## src/hw/rlight_pkg.sv

```systemverilog
package rlight_pkg;

  // --------------------------------------------------
  // pattern and timing types
  // --------------------------------------------------

  typedef logic [7:0] led_t;    // one bit per led
  typedef logic [7:0] delay_t;  // step interval count

  // running light modes, as stored in the mode register
  typedef enum logic [1:0] {
    MODE_PING_PONG = 2'd0,
    MODE_ROT_LEFT  = 2'd1,
    MODE_ROT_RIGHT = 2'd2,
    MODE_STOP      = 2'd3
  } rl_mode_e;

  // --------------------------------------------------
  // register map (byte offsets)
  // --------------------------------------------------

  localparam int unsigned REG_MODE    = 32'h0;  // mode, bits 1:0
  localparam int unsigned REG_PATTERN = 32'h4;  // write loads, read returns live leds
  localparam int unsigned REG_DELAY   = 32'h8;  // step delay, bits 7:0

  // steps per direction before ping-pong turns around
  localparam int unsigned PP_STEPS = 7;

endpackage

```

## src/hw/tlul_lite_pkg.sv

```systemverilog
package tlul_lite_pkg;

  // --------------------------------------------------
  // bus field widths
  // --------------------------------------------------

  typedef logic [31:0] tl_addr_t;    // byte address
  typedef logic [31:0] tl_data_t;    // data word
  typedef logic [3:0]  tl_mask_t;    // one bit per byte lane
  typedef logic [7:0]  tl_source_t;  // requester id
  typedef logic [2:0]  tl_opcode_t;  // a and d channel opcode

  // channel a opcodes
  localparam tl_opcode_t OP_PUT_FULL    = 3'd0;
  localparam tl_opcode_t OP_PUT_PARTIAL = 3'd1;
  localparam tl_opcode_t OP_GET         = 3'd4;

  // channel d opcodes
  localparam tl_opcode_t OP_ACK      = 3'd0;  // access ack, no data
  localparam tl_opcode_t OP_ACK_DATA = 3'd1;  // access ack with data

endpackage

```

## src/hw/rlight_engine.sv

```systemverilog
`timescale 1ns/1ps

module rlight_engine #(
  parameter rlight_pkg::led_t DefaultPattern = 8'h33
) (
  input  logic                 clk_i,
  input  logic                 rst_ni,
  input  rlight_pkg::rl_mode_e mode_i,
  input  rlight_pkg::delay_t   delay_i,
  input  logic                 pat_load_i,
  input  rlight_pkg::led_t     pat_data_i,
  output rlight_pkg::led_t     led_o
);

  // ping-pong direction
  typedef enum logic {
    DIR_LEFT,
    DIR_RIGHT
  } pp_dir_e;

  localparam logic [2:0] PpLast = 3'(rlight_pkg::PP_STEPS - 1);

  rlight_pkg::led_t   led_q;
  rlight_pkg::led_t   led_d;
  rlight_pkg::delay_t cnt_q;
  rlight_pkg::delay_t cnt_d;
  pp_dir_e            dir_q;
  pp_dir_e            dir_d;
  logic [2:0]         pp_cnt_q;
  logic [2:0]         pp_cnt_d;
  logic               step;

  function automatic rlight_pkg::led_t rotate(input rlight_pkg::led_t pat,
                                              input logic left);
    rlight_pkg::led_t res;
    if (left) begin
      res = {pat[6:0], pat[7]};
    end else begin
      res = {pat[0], pat[7:1]};
    end
    return res;
  endfunction

  // --------------------------------------------------
  // step timer and shifter
  // --------------------------------------------------

  assign step = (cnt_q == '0);  // one step every delay+1 cycles

  always_comb begin
    led_d    = led_q;
    dir_d    = dir_q;
    pp_cnt_d = pp_cnt_q;
    cnt_d    = cnt_q - 1'b1;
    if (pat_load_i) begin
      led_d    = pat_data_i;
      cnt_d    = delay_i;   // restart the interval
      dir_d    = DIR_LEFT;  // ping-pong starts over
      pp_cnt_d = '0;
    end else if (step) begin
      cnt_d = delay_i;  // mode and delay sampled here
      case (mode_i)
        rlight_pkg::MODE_PING_PONG: begin
          led_d = rotate(led_q, dir_q == DIR_LEFT);
          if (pp_cnt_q == PpLast) begin
            pp_cnt_d = '0;
            dir_d    = (dir_q == DIR_LEFT) ? DIR_RIGHT : DIR_LEFT;  // turn around
          end else begin
            pp_cnt_d = pp_cnt_q + 1'b1;
          end
        end
        rlight_pkg::MODE_ROT_LEFT:  led_d = rotate(led_q, 1'b1);
        rlight_pkg::MODE_ROT_RIGHT: led_d = rotate(led_q, 1'b0);
        default: ;  // stop, timer keeps running
      endcase
    end
  end

  always_ff @(posedge clk_i or negedge rst_ni) begin
    if (!rst_ni) begin
      led_q    <= DefaultPattern;
      cnt_q    <= '1;  // long first interval after reset
      dir_q    <= DIR_LEFT;
      pp_cnt_q <= '0;
    end else begin
      led_q    <= led_d;
      cnt_q    <= cnt_d;
      dir_q    <= dir_d;
      pp_cnt_q <= pp_cnt_d;
    end
  end

  assign led_o = led_q;

endmodule

```

## src/hw/rlight_regs.sv

```systemverilog
`timescale 1ns/1ps

module rlight_regs #(
  parameter int unsigned        RegAw        = 4,
  parameter rlight_pkg::delay_t DefaultDelay = 8'd3
) (
  input  logic                    clk_i,
  input  logic                    rst_ni,

  input  logic                    reg_we_i,
  input  logic                    reg_re_i,
  input  logic [RegAw-1:0]        reg_addr_i,
  input  tlul_lite_pkg::tl_data_t reg_wdata_i,
  input  logic                    reg_wmask_i,
  output tlul_lite_pkg::tl_data_t reg_rdata_o,
  output logic                    reg_err_o,

  input  rlight_pkg::led_t        led_i,
  output rlight_pkg::rl_mode_e    mode_o,
  output rlight_pkg::delay_t      delay_o,
  output logic                    pat_load_o,
  output rlight_pkg::led_t        pat_data_o
);

  logic sel_mode;
  logic sel_pat;
  logic sel_delay;
  logic wr_en;

  rlight_pkg::rl_mode_e mode_q;
  rlight_pkg::delay_t   delay_q;

  assign sel_mode  = (reg_addr_i == RegAw'(rlight_pkg::REG_MODE));
  assign sel_pat   = (reg_addr_i == RegAw'(rlight_pkg::REG_PATTERN));
  assign sel_delay = (reg_addr_i == RegAw'(rlight_pkg::REG_DELAY));
  assign wr_en     = reg_we_i & reg_wmask_i;  // byte 0 must be enabled

  // --------------------------------------------------
  // writes
  // --------------------------------------------------

  always_ff @(posedge clk_i or negedge rst_ni) begin
    if (!rst_ni) begin
      mode_q  <= rlight_pkg::MODE_PING_PONG;
      delay_q <= DefaultDelay;
    end else if (wr_en) begin
      if (sel_mode) begin
        mode_q <= rlight_pkg::rl_mode_e'(reg_wdata_i[1:0]);
      end
      if (sel_delay) begin
        delay_q <= reg_wdata_i[7:0];
      end
    end
  end

  assign pat_load_o = wr_en & sel_pat;  // engine loads at this edge
  assign pat_data_o = reg_wdata_i[7:0];
  assign mode_o     = mode_q;
  assign delay_o    = delay_q;

  // --------------------------------------------------
  // reads
  // --------------------------------------------------

  always_comb begin
    reg_rdata_o = '0;  // unmapped reads as zero
    if (reg_re_i) begin
      if (sel_mode) reg_rdata_o[1:0] = mode_q;
      if (sel_pat) reg_rdata_o[7:0] = led_i;  // live pattern
      if (sel_delay) reg_rdata_o[7:0] = delay_q;
    end
  end

  assign reg_err_o = (reg_we_i | reg_re_i) & ~(sel_mode | sel_pat | sel_delay);

endmodule

```

## src/hw/rlight_top.sv

```systemverilog
`timescale 1ns/1ps

module rlight_top #(
  parameter int unsigned        RegAw          = 4,
  parameter rlight_pkg::led_t   DefaultPattern = 8'h33,
  parameter rlight_pkg::delay_t DefaultDelay   = 8'd3
) (
  input  logic                      clk_i,
  input  logic                      rst_ni,

  input  logic                      a_valid_i,
  input  tlul_lite_pkg::tl_opcode_t a_opcode_i,
  input  tlul_lite_pkg::tl_addr_t   a_address_i,
  input  tlul_lite_pkg::tl_data_t   a_data_i,
  input  tlul_lite_pkg::tl_mask_t   a_mask_i,
  input  tlul_lite_pkg::tl_source_t a_source_i,
  output logic                      a_ready_o,

  output logic                      d_valid_o,
  input  logic                      d_ready_i,
  output tlul_lite_pkg::tl_opcode_t d_opcode_o,
  output tlul_lite_pkg::tl_data_t   d_data_o,
  output logic                      d_error_o,
  output tlul_lite_pkg::tl_source_t d_source_o,

  output rlight_pkg::led_t          led_o
);

  // --------------------------------------------------
  // internal wires
  // --------------------------------------------------

  logic                    reg_we;
  logic                    reg_re;
  logic [RegAw-1:0]        reg_addr;
  tlul_lite_pkg::tl_data_t reg_wdata;
  logic                    reg_wmask;
  tlul_lite_pkg::tl_data_t reg_rdata;
  logic                    reg_err;

  rlight_pkg::rl_mode_e    mode;
  rlight_pkg::delay_t      delay;
  logic                    pat_load;
  rlight_pkg::led_t        pat_data;
  rlight_pkg::led_t        led;

  tlul_reg_adapter #(
    .RegAw(RegAw)
  ) u_adapter (
    .clk_i,
    .rst_ni,
    .a_valid_i,
    .a_opcode_i,
    .a_address_i,
    .a_data_i,
    .a_mask_i,
    .a_source_i,
    .a_ready_o,
    .d_valid_o,
    .d_ready_i,
    .d_opcode_o,
    .d_data_o,
    .d_error_o,
    .d_source_o,
    .reg_we_o   (reg_we),
    .reg_re_o   (reg_re),
    .reg_addr_o (reg_addr),
    .reg_wdata_o(reg_wdata),
    .reg_wmask_o(reg_wmask),
    .reg_rdata_i(reg_rdata),
    .reg_err_i  (reg_err)
  );

  rlight_regs #(
    .RegAw       (RegAw),
    .DefaultDelay(DefaultDelay)
  ) u_regs (
    .clk_i,
    .rst_ni,
    .reg_we_i   (reg_we),
    .reg_re_i   (reg_re),
    .reg_addr_i (reg_addr),
    .reg_wdata_i(reg_wdata),
    .reg_wmask_i(reg_wmask),
    .reg_rdata_o(reg_rdata),
    .reg_err_o  (reg_err),
    .led_i      (led),
    .mode_o     (mode),
    .delay_o    (delay),
    .pat_load_o (pat_load),
    .pat_data_o (pat_data)
  );

  rlight_engine #(
    .DefaultPattern(DefaultPattern)
  ) u_engine (
    .clk_i,
    .rst_ni,
    .mode_i    (mode),
    .delay_i   (delay),
    .pat_load_i(pat_load),
    .pat_data_i(pat_data),
    .led_o     (led)
  );

  assign led_o = led;

endmodule

```

## src/hw/tlul_reg_adapter.sv

```systemverilog
`timescale 1ns/1ps

module tlul_reg_adapter #(
  parameter int unsigned RegAw = 4
) (
  input  logic                      clk_i,
  input  logic                      rst_ni,

  // channel a, host request
  input  logic                      a_valid_i,
  input  tlul_lite_pkg::tl_opcode_t a_opcode_i,
  input  tlul_lite_pkg::tl_addr_t   a_address_i,
  input  tlul_lite_pkg::tl_data_t   a_data_i,
  input  tlul_lite_pkg::tl_mask_t   a_mask_i,
  input  tlul_lite_pkg::tl_source_t a_source_i,
  output logic                      a_ready_o,

  // channel d, response
  output logic                      d_valid_o,
  input  logic                      d_ready_i,
  output tlul_lite_pkg::tl_opcode_t d_opcode_o,
  output tlul_lite_pkg::tl_data_t   d_data_o,
  output logic                      d_error_o,
  output tlul_lite_pkg::tl_source_t d_source_o,

  // register access
  output logic                      reg_we_o,
  output logic                      reg_re_o,
  output logic [RegAw-1:0]          reg_addr_o,
  output tlul_lite_pkg::tl_data_t   reg_wdata_o,
  output logic                      reg_wmask_o,
  input  tlul_lite_pkg::tl_data_t   reg_rdata_i,
  input  logic                      reg_err_i
);

  logic a_fire;
  logic is_get;
  logic is_put;
  logic addr_oob;
  logic req_ok;

  logic                      d_valid_q;
  tlul_lite_pkg::tl_opcode_t d_opcode_q;
  tlul_lite_pkg::tl_data_t   d_data_q;
  logic                      d_error_q;
  tlul_lite_pkg::tl_source_t d_source_q;

  // --------------------------------------------------
  // request decode
  // --------------------------------------------------

  assign a_ready_o = ~d_valid_q;  // only one request in flight
  assign a_fire    = a_valid_i & a_ready_o;

  assign is_get   = (a_opcode_i == tlul_lite_pkg::OP_GET);
  assign is_put   = (a_opcode_i == tlul_lite_pkg::OP_PUT_FULL) |
                    (a_opcode_i == tlul_lite_pkg::OP_PUT_PARTIAL);
  assign addr_oob = (a_address_i >> RegAw) != '0;  // beyond the register window
  assign req_ok   = (is_get | is_put) & ~addr_oob;

  // strobes last only for the accepting cycle
  assign reg_we_o    = a_fire & is_put & ~addr_oob;
  assign reg_re_o    = a_fire & is_get & ~addr_oob;
  assign reg_addr_o  = a_address_i[RegAw-1:0];
  assign reg_wdata_o = a_data_i;
  assign reg_wmask_o = a_mask_i[0];  // registers live in byte 0

  // --------------------------------------------------
  // response
  // --------------------------------------------------

  always_ff @(posedge clk_i or negedge rst_ni) begin
    if (!rst_ni) begin
      d_valid_q <= 1'b0;
    end else if (a_fire) begin
      d_valid_q <= 1'b1;
    end else if (d_ready_i) begin
      d_valid_q <= 1'b0;  // taken by the host
    end
  end

  // held until the response is taken, since a_ready_o blocks new captures
  always_ff @(posedge clk_i) begin
    if (a_fire) begin
      d_opcode_q <= is_get ? tlul_lite_pkg::OP_ACK_DATA : tlul_lite_pkg::OP_ACK;
      d_data_q   <= is_get ? reg_rdata_i : '0;
      d_error_q  <= ~req_ok | reg_err_i;
      d_source_q <= a_source_i;  // echo requester id
    end
  end

  assign d_valid_o  = d_valid_q;
  assign d_opcode_o = d_opcode_q;
  assign d_data_o   = d_data_q;
  assign d_error_o  = d_error_q;
  assign d_source_o = d_source_q;

endmodule

```

## config.mk

```make
export PLATFORM = sky130hd
export DESIGN_NAME = rlight_top
export DESIGN_NICKNAME = d
export VERILOG_FILES = /design/src/hw/rlight_pkg.sv /design/src/hw/tlul_lite_pkg.sv /design/src/hw/rlight_engine.sv /design/src/hw/rlight_regs.sv /design/src/hw/rlight_top.sv /design/src/hw/tlul_reg_adapter.sv
export SDC_FILE = /design/constraint.sdc
export NUM_CORES = 1
export LEC_CHECK = 0
export ABC_AREA = 1
export BUFFER_PORTS_ARGS = -buffer_cell sky130_fd_sc_hd__buf_4
export CORE_ASPECT_RATIO = 1.1
export CORE_UTILIZATION = 38
export CTS_CLUSTER_SIZE = 10
export DETAILED_ROUTE_END_ITERATION = 12
export GPL_TIMING_DRIVEN = 0
export PLACE_DENSITY = 0.72
export SLEW_MARGIN = 20
export SYNTH_ARGS = -nofsm -noshare
export SYNTH_HDL_FRONTEND = slang
export SYNTH_SLANG_ARGS = --single-unit
```

## constraint.sdc

```tcl
create_clock -name clk_i -period 5.4 [get_ports clk_i]
set_clock_uncertainty 0.1 [all_clocks]
set_input_delay 0.81 -clock clk_i [delete_from_list [all_inputs] [get_ports clk_i]]
set_output_delay 0.81 -clock clk_i [all_outputs]
set_load 0.01 [all_outputs]
```

Yosys cells after proc, flatten, opt, wreduce, memory -nomap -nowiden:

Cells that the tools add are included.

* register bits after elaboration: 75
* bits in latches: 0
* RAM bits: 0
* memory bits (read-only): 0
* input bits: 83
* output and inout bits: 54
* logic and storage cells: 77
* memories: 0

* $add $sub $neg: 2
* $mul: 0
* divide/modulo/power cells: 0
* $lt $le $gt $ge: 0
* equal/unequal tests: 7
* shift operators: 0
* multiplexer cells: 21
* bitwise operators: 19
* reduce and logical (&&, ||, !) cells: 16

Operators by type and width (number)
* $mux W8: 7
* $reduce_bool A32 Y1: 1
* $pmux W8 S3: 1
* $mux W3: 4
* $reduce_and A2 Y1: 5
* $and A1 B1 Y1: 9
* $logic_not A8 Y1: 1
* $mux W1: 8
* $reduce_bool A2 Y1: 4
* $sub A8 B1 Y8 const B: 1
* $eq A3 B3 Y1 const B: 2
* $or A1 B1 Y1: 6
* $eq A4 B3 Y1 const B: 1
* $eq A4 B4 Y1 const B: 1
* $logic_not A4 Y1: 1
* $not A1 Y1: 4
* $reduce_bool A4 Y1: 1
* $add A3 B1 Y3 const B: 1
* $eq A3 B1 Y1 const B: 1
* $logic_not A3 Y1: 1
* $reduce_and A3 Y1: 1
* $eq A2 B1 Y1 const B: 1
* $eq A2 B2 Y1 const B: 1
* $logic_not A2 Y1: 1
* $mux W2: 1

Depth between registers and ports, before layout:

* depth after elaboration: 8
* depth in mapped cells: 11
* mapped depth without buffers: 10

Cells and area by module:

A second synthesis with hierarchy kept.

* cells, all modules: 534
* area, all modules: 4396.7 µm²

By module, submodules not included
* tlul_reg_adapter: times used 1, cells an instance 192, area each 2039.5 µm², sequential area each 1286.2 µm²
* rlight_engine: times used 1, cells an instance 221, area each 1473.9 µm², sequential area each 515.5 µm²
* rlight_regs: times used 1, cells an instance 121, area each 883.3 µm², sequential area each 252.7 µm²

Least setup slack after synthesis:

No wires, ideal clock.

* kind: input to register
* start point: input a_valid_i
* end point: register u_engine.led_q[2], in the netlist u_engine.led_o[2]
* arrival time: 2.020 ns
* data required time: 5.182 ns
* setup slack: 3.161 ns
* stages: 7
* path through: nand2_1 inv_1 nand3_1 nor2_2 nand3_1 nand3_1 nand2_1

* cells in the longest elaborated chain, start to end: 7
* elaborated cells on any way between the ends: 9
* classes of those cells: mux (1); bitwise (5); reduce/logical (3)

Ends and longest elaborated chain
* start: declaration: line rlight_top.sv:11 `input logic a_valid_i,`
* $and A1 B1 Y1 (*): line tlul_reg_adapter.sv:53 `assign a_fire = a_valid_i & a_ready_o;`
* named net u_adapter.a_fire: line tlul_reg_adapter.sv:36 `logic a_fire;`
* $and A1 B1 Y1 (*) (2 in a row): line tlul_reg_adapter.sv:62 `assign reg_we_o = a_fire & is_put & ~addr_oob;`
* $and A1 B1 Y1 (*): line rlight_regs.sv:36 `assign wr_en = reg_we_i & reg_wmask_i;`
* $and A1 B1 Y1 (*): line rlight_regs.sv:56 `assign pat_load_o = wr_en & sel_pat;`
* $reduce_bool A4 Y1 (no source line) or $reduce_bool A2 Y1 (tied branches)
* $reduce_and A2 Y1 (no source line)
* end signal: assignment: line rlight_engine.sv:81 `led_q <= DefaultPattern;`
* end signal: assignment: line rlight_engine.sv:86 `led_q <= led_d;`
* end: declaration: line rlight_engine.sv:23 `rlight_pkg::led_t led_q;`

Mark *: on every way through the listed nets, which the timed path passes. The rest lies on a longest branch.
A chain may end at the register's enable or synchronous reset.

Worst setup path after layout:

* start point: input a_valid_i
* end point: register u_engine.led_q[6], in the netlist u_engine.led_o[6]

Same word-level chain as after synthesis.

==> results.md <==
- Prevailing post-synth register cell: edfxtp_1
- Unrepaired setup endpoints after global routing: no
- Max_cap viols: 0
- Post-route insts no fill: between 600 and 700
- Root Driver: clkbuf_8
- Synth top area cells: edfxtp_1 17%, dfrtp_1 14%, dfstp_2 12%
- Vias per cell: between 4 and 5
- Worst-Skew Late Latency: 0.31 ns
- Critical Path Fanout Max: 22
- Initial Util: 39.6%
- R2R setup slack: 3.18 ns
- Port Buf Inserts: 83
- Rel. slew slack: 45.6%
- Dpl cells: 601
- Commonest non-fill, non-tap cells in the layout: 109 x buf_4, 71 x nand2_1, 52 x inv_1
- Clock sinks: slightly below 50
- Antenna Cells: 0
- Design area: around 4100 sq um
- 1st-iter DRT viols: 127
- Xor and xnor area share after synthesis: approximately 1.9%
- Clk pin slew, worst setup/hold paths: ~0.1 ns
- Worst r2r src: u_adapter.d_valid_o$_DFFE_PN0P_
- CTS tree: done
- Synth Instances: 385
- Synthesized area per cell: between 8 and 9 sq um
- Multi-input gate area: 1460 sq um
- Vias in the first global route: between 2,000 and 3,000
- Ports: 137
- Seq. cell area: 1330 sq um
- FP Rows: 34
- Worst r2r dst: u_engine.led_o[6]$_DFFE_PN0P_
- Synth async-reset ratio: 63.3%
- DR WL met2: 3940 um
- # setup viols final: 0
- Worst-Margin Slew: 0.813 ns
- Switching Share: 22.9%
- Area after DPL: between 4000 and 5000 sq um
- First-pass GRT wire length: between 10,000 and 15,000 um
- Post-CTS Setup Repair Bufs: 0
- Post-Synth Simple-Gate Area: 26.7%
- Crit path kind: in2reg
- Final Hold Violating Endpoints: 0
- P_sw: ~190 uW
- Die X: 88.8 um
- Fillers: 753
- Final HPWL DP: 5970 um
- Synthesized cell area: around 3100 sq um
- WL/cell: 12.2 um
- Register bit total from synthesis: 49
- Comb power frac: 14.0%
- GR Overflow Total: 0
- Area leader, netlist: edfxtp_1
- Initial antenna violation count: 0
- Top cell type's share of synthesized area: 17.2%
- Resized cells post-CTS: 0
- Setup TNS: 0 ns
- Pre-antenna DRT Iters: 5
- Leak: 0.00207 uW
- DR vias: 2,813
- Reg2Reg Depth: 8
- Core footprint: 7960 sq um
- Worst endpoint required time: 5.51 ns
- Nets: 588
- Clk buf depth: 2
- # hold bufs at CTS: 0
- Gpl congestion: 0.922
- Post-route DRC: 0
- Post-route clock period utilization: 43.1%
- F_max: around 0.43 GHz
- DRT Wirelength: 7440 um
- Hold Worst Slack: 0.321 ns
- Compound-gate portion of the synthesized area: 12.7%
- Fin. max-slew vios: 0
- Pwr dens: slightly below 200 nW/um^2
- Minimum clock period: 2.33 ns
- Startpoint types: input pin
- Main combinational cell family by area after synthesis: simple AND/OR/NAND/NOR gates
- Sequential fraction of the synthesis area: between 40 and 50%
- Post-Synth Adder-Cell Area: ~2.0%
- Hold Path Class: in2async
- Detail Route Antenna Nets: 0
- Mux cell area share after synthesis: 0%
- Number of H-tree levels: 2
- Synth unique cells: 36
- Share of layout cells above drive strength 1: approximately 34%
- Wire length on met3: 432 um
- Most common cell after layout, fill and taps aside: buf_4
- Maximum vdd drop: 0.108 mV
- Number of synthesized flops with an enable pin: 18
- Pin count of the biggest net entering global routing: 32
- Fin util: 52.0%
- Total CTS buffers: 5
- Arr. time, crit path: 2.44 ns
- Status: completed
- Sequential fraction of design power: 49.7%
- Top routing layer in use: met4
- Ys Warns: 0
- Area Growth Syn to Fin: 31.3%
- Routed met1 length: 2960 um
- Die area: approximately 8700 sq um
- Clk pwr share: 36.3%
- Tot GR Track Use: 18.1%
- Die Y-Extent: 97.5 um
- Worst Setup End Kind: register
- Internal power: 624 uW
## logic make-up (layout without fill, tap and decap cells)
logic type / after synthesis / after routing
AOI/OAI and AO/OA: 66 / 66
DFF: 49 / 49
buffers and inverters: 87 / 178
and+or+nand+nor: 170 / 170
xor gates and xnor gates: 7 / 7
other: 1 / 26
adders and majority gates: 5 / 5
## worst max-delay path by stage
stage	cells past startpoint	end	from
2_1_floorplan	7	u_engine.led_o[2]$_DFFE_PN0P_	a_valid_i
3_3_place_gp	8	u_engine.led_o[6]$_DFFE_PN0P_	a_valid_i
3_5_place_dp	8	u_engine.led_o[6]$_DFFE_PN0P_	a_valid_i
4_1_cts	8	u_engine.led_o[6]$_DFFE_PN0P_	a_valid_i
5_1_grt	8	u_engine.led_o[2]$_DFFE_PN0P_	a_valid_i
6_report	8	u_engine.led_o[6]$_DFFE_PN0P_	a_valid_i
## cells in the mapped netlist, types with 3 or more instances
| cell | number |
|---|---|
| edfxtp_1 | 18 |
| nor2_1 | 41 |
| xor2_1 | 5 |
| a21oi_1 | 19 |
| inv_1 | 52 |
| o22ai_1 | 10 |
| nand2_4 | 3 |
| nor2_4 | 3 |
| nand3_1 | 23 |
| o21ai_2 | 12 |
| dfrtp_1 | 17 |
| nor2_2 | 4 |
| nand2_2 | 4 |
| nand4_1 | 10 |
| o211ai_1 | 3 |
| nand2_1 | 71 |
| dfstp_2 | 14 |
| buf_6 | 3 |
| ha_1 | 5 |
| o21ai_0 | 21 |
| buf_4 | 26 |
## critical path, stage by stage
cell and delay (ns):
buf_4 0.08, nand2_1 0.10, inv_1 0.60, nand3_1 0.22, nor2_2 0.33, nand3_1 0.12
nand3_1 0.11, nand2_1 0.06
## state kept, by name (all words and copies together), names as in the netlist, 2 cells and up
signal,cells
u_engine.cnt_q,8
u_regs.mode_o,2
u_regs.delay_o,8
u_engine.pp_cnt_q,3
u_engine.led_o,8
u_adapter.d_data_o,8
u_adapter.d_source_o,8
## cell type report
class / instances / share of cell area, %
Multi-Input combinational cell: 274 / 35.3
Sequential cell: 49 / 32.3
Timing Repair Buffer: 83 / 15.1
Buffer: 33 / 5.96
Inverter: 54 / 4.90
Tap cell: 108 / 3.27
Clock buffer: 6 / 2.27
Clock inverter: 2 / 0.938
## power groups by stage
stage,clock network (uW),logic [uW],registers (uW)
after global routing,314,126,404
after floorplan,0,48.6,415
after global placement,0,111,409
after detailed placement,0,114,410
final,294,113,402
after CTS,299,114,402
## metal layers
layer  vias to the layer above  GRT usage (%)
li1                       1432              -
met1                      1277           21.0
met2                        95           33.3
met3                         9           2.97
met4                         0           5.33
met5                         -              0
## stage by stage
stage / setup WS [ns] / power (uW)
after floorplan: 3.16 / 463
after global placement: 2.76 / 521
after detailed placement: 2.73 / 523
after CTS: 3.05 / 815
after global routing: 2.90 / 843
final: 3.07 / 810
Note: power is estimated with default switching activity, not from simulation.
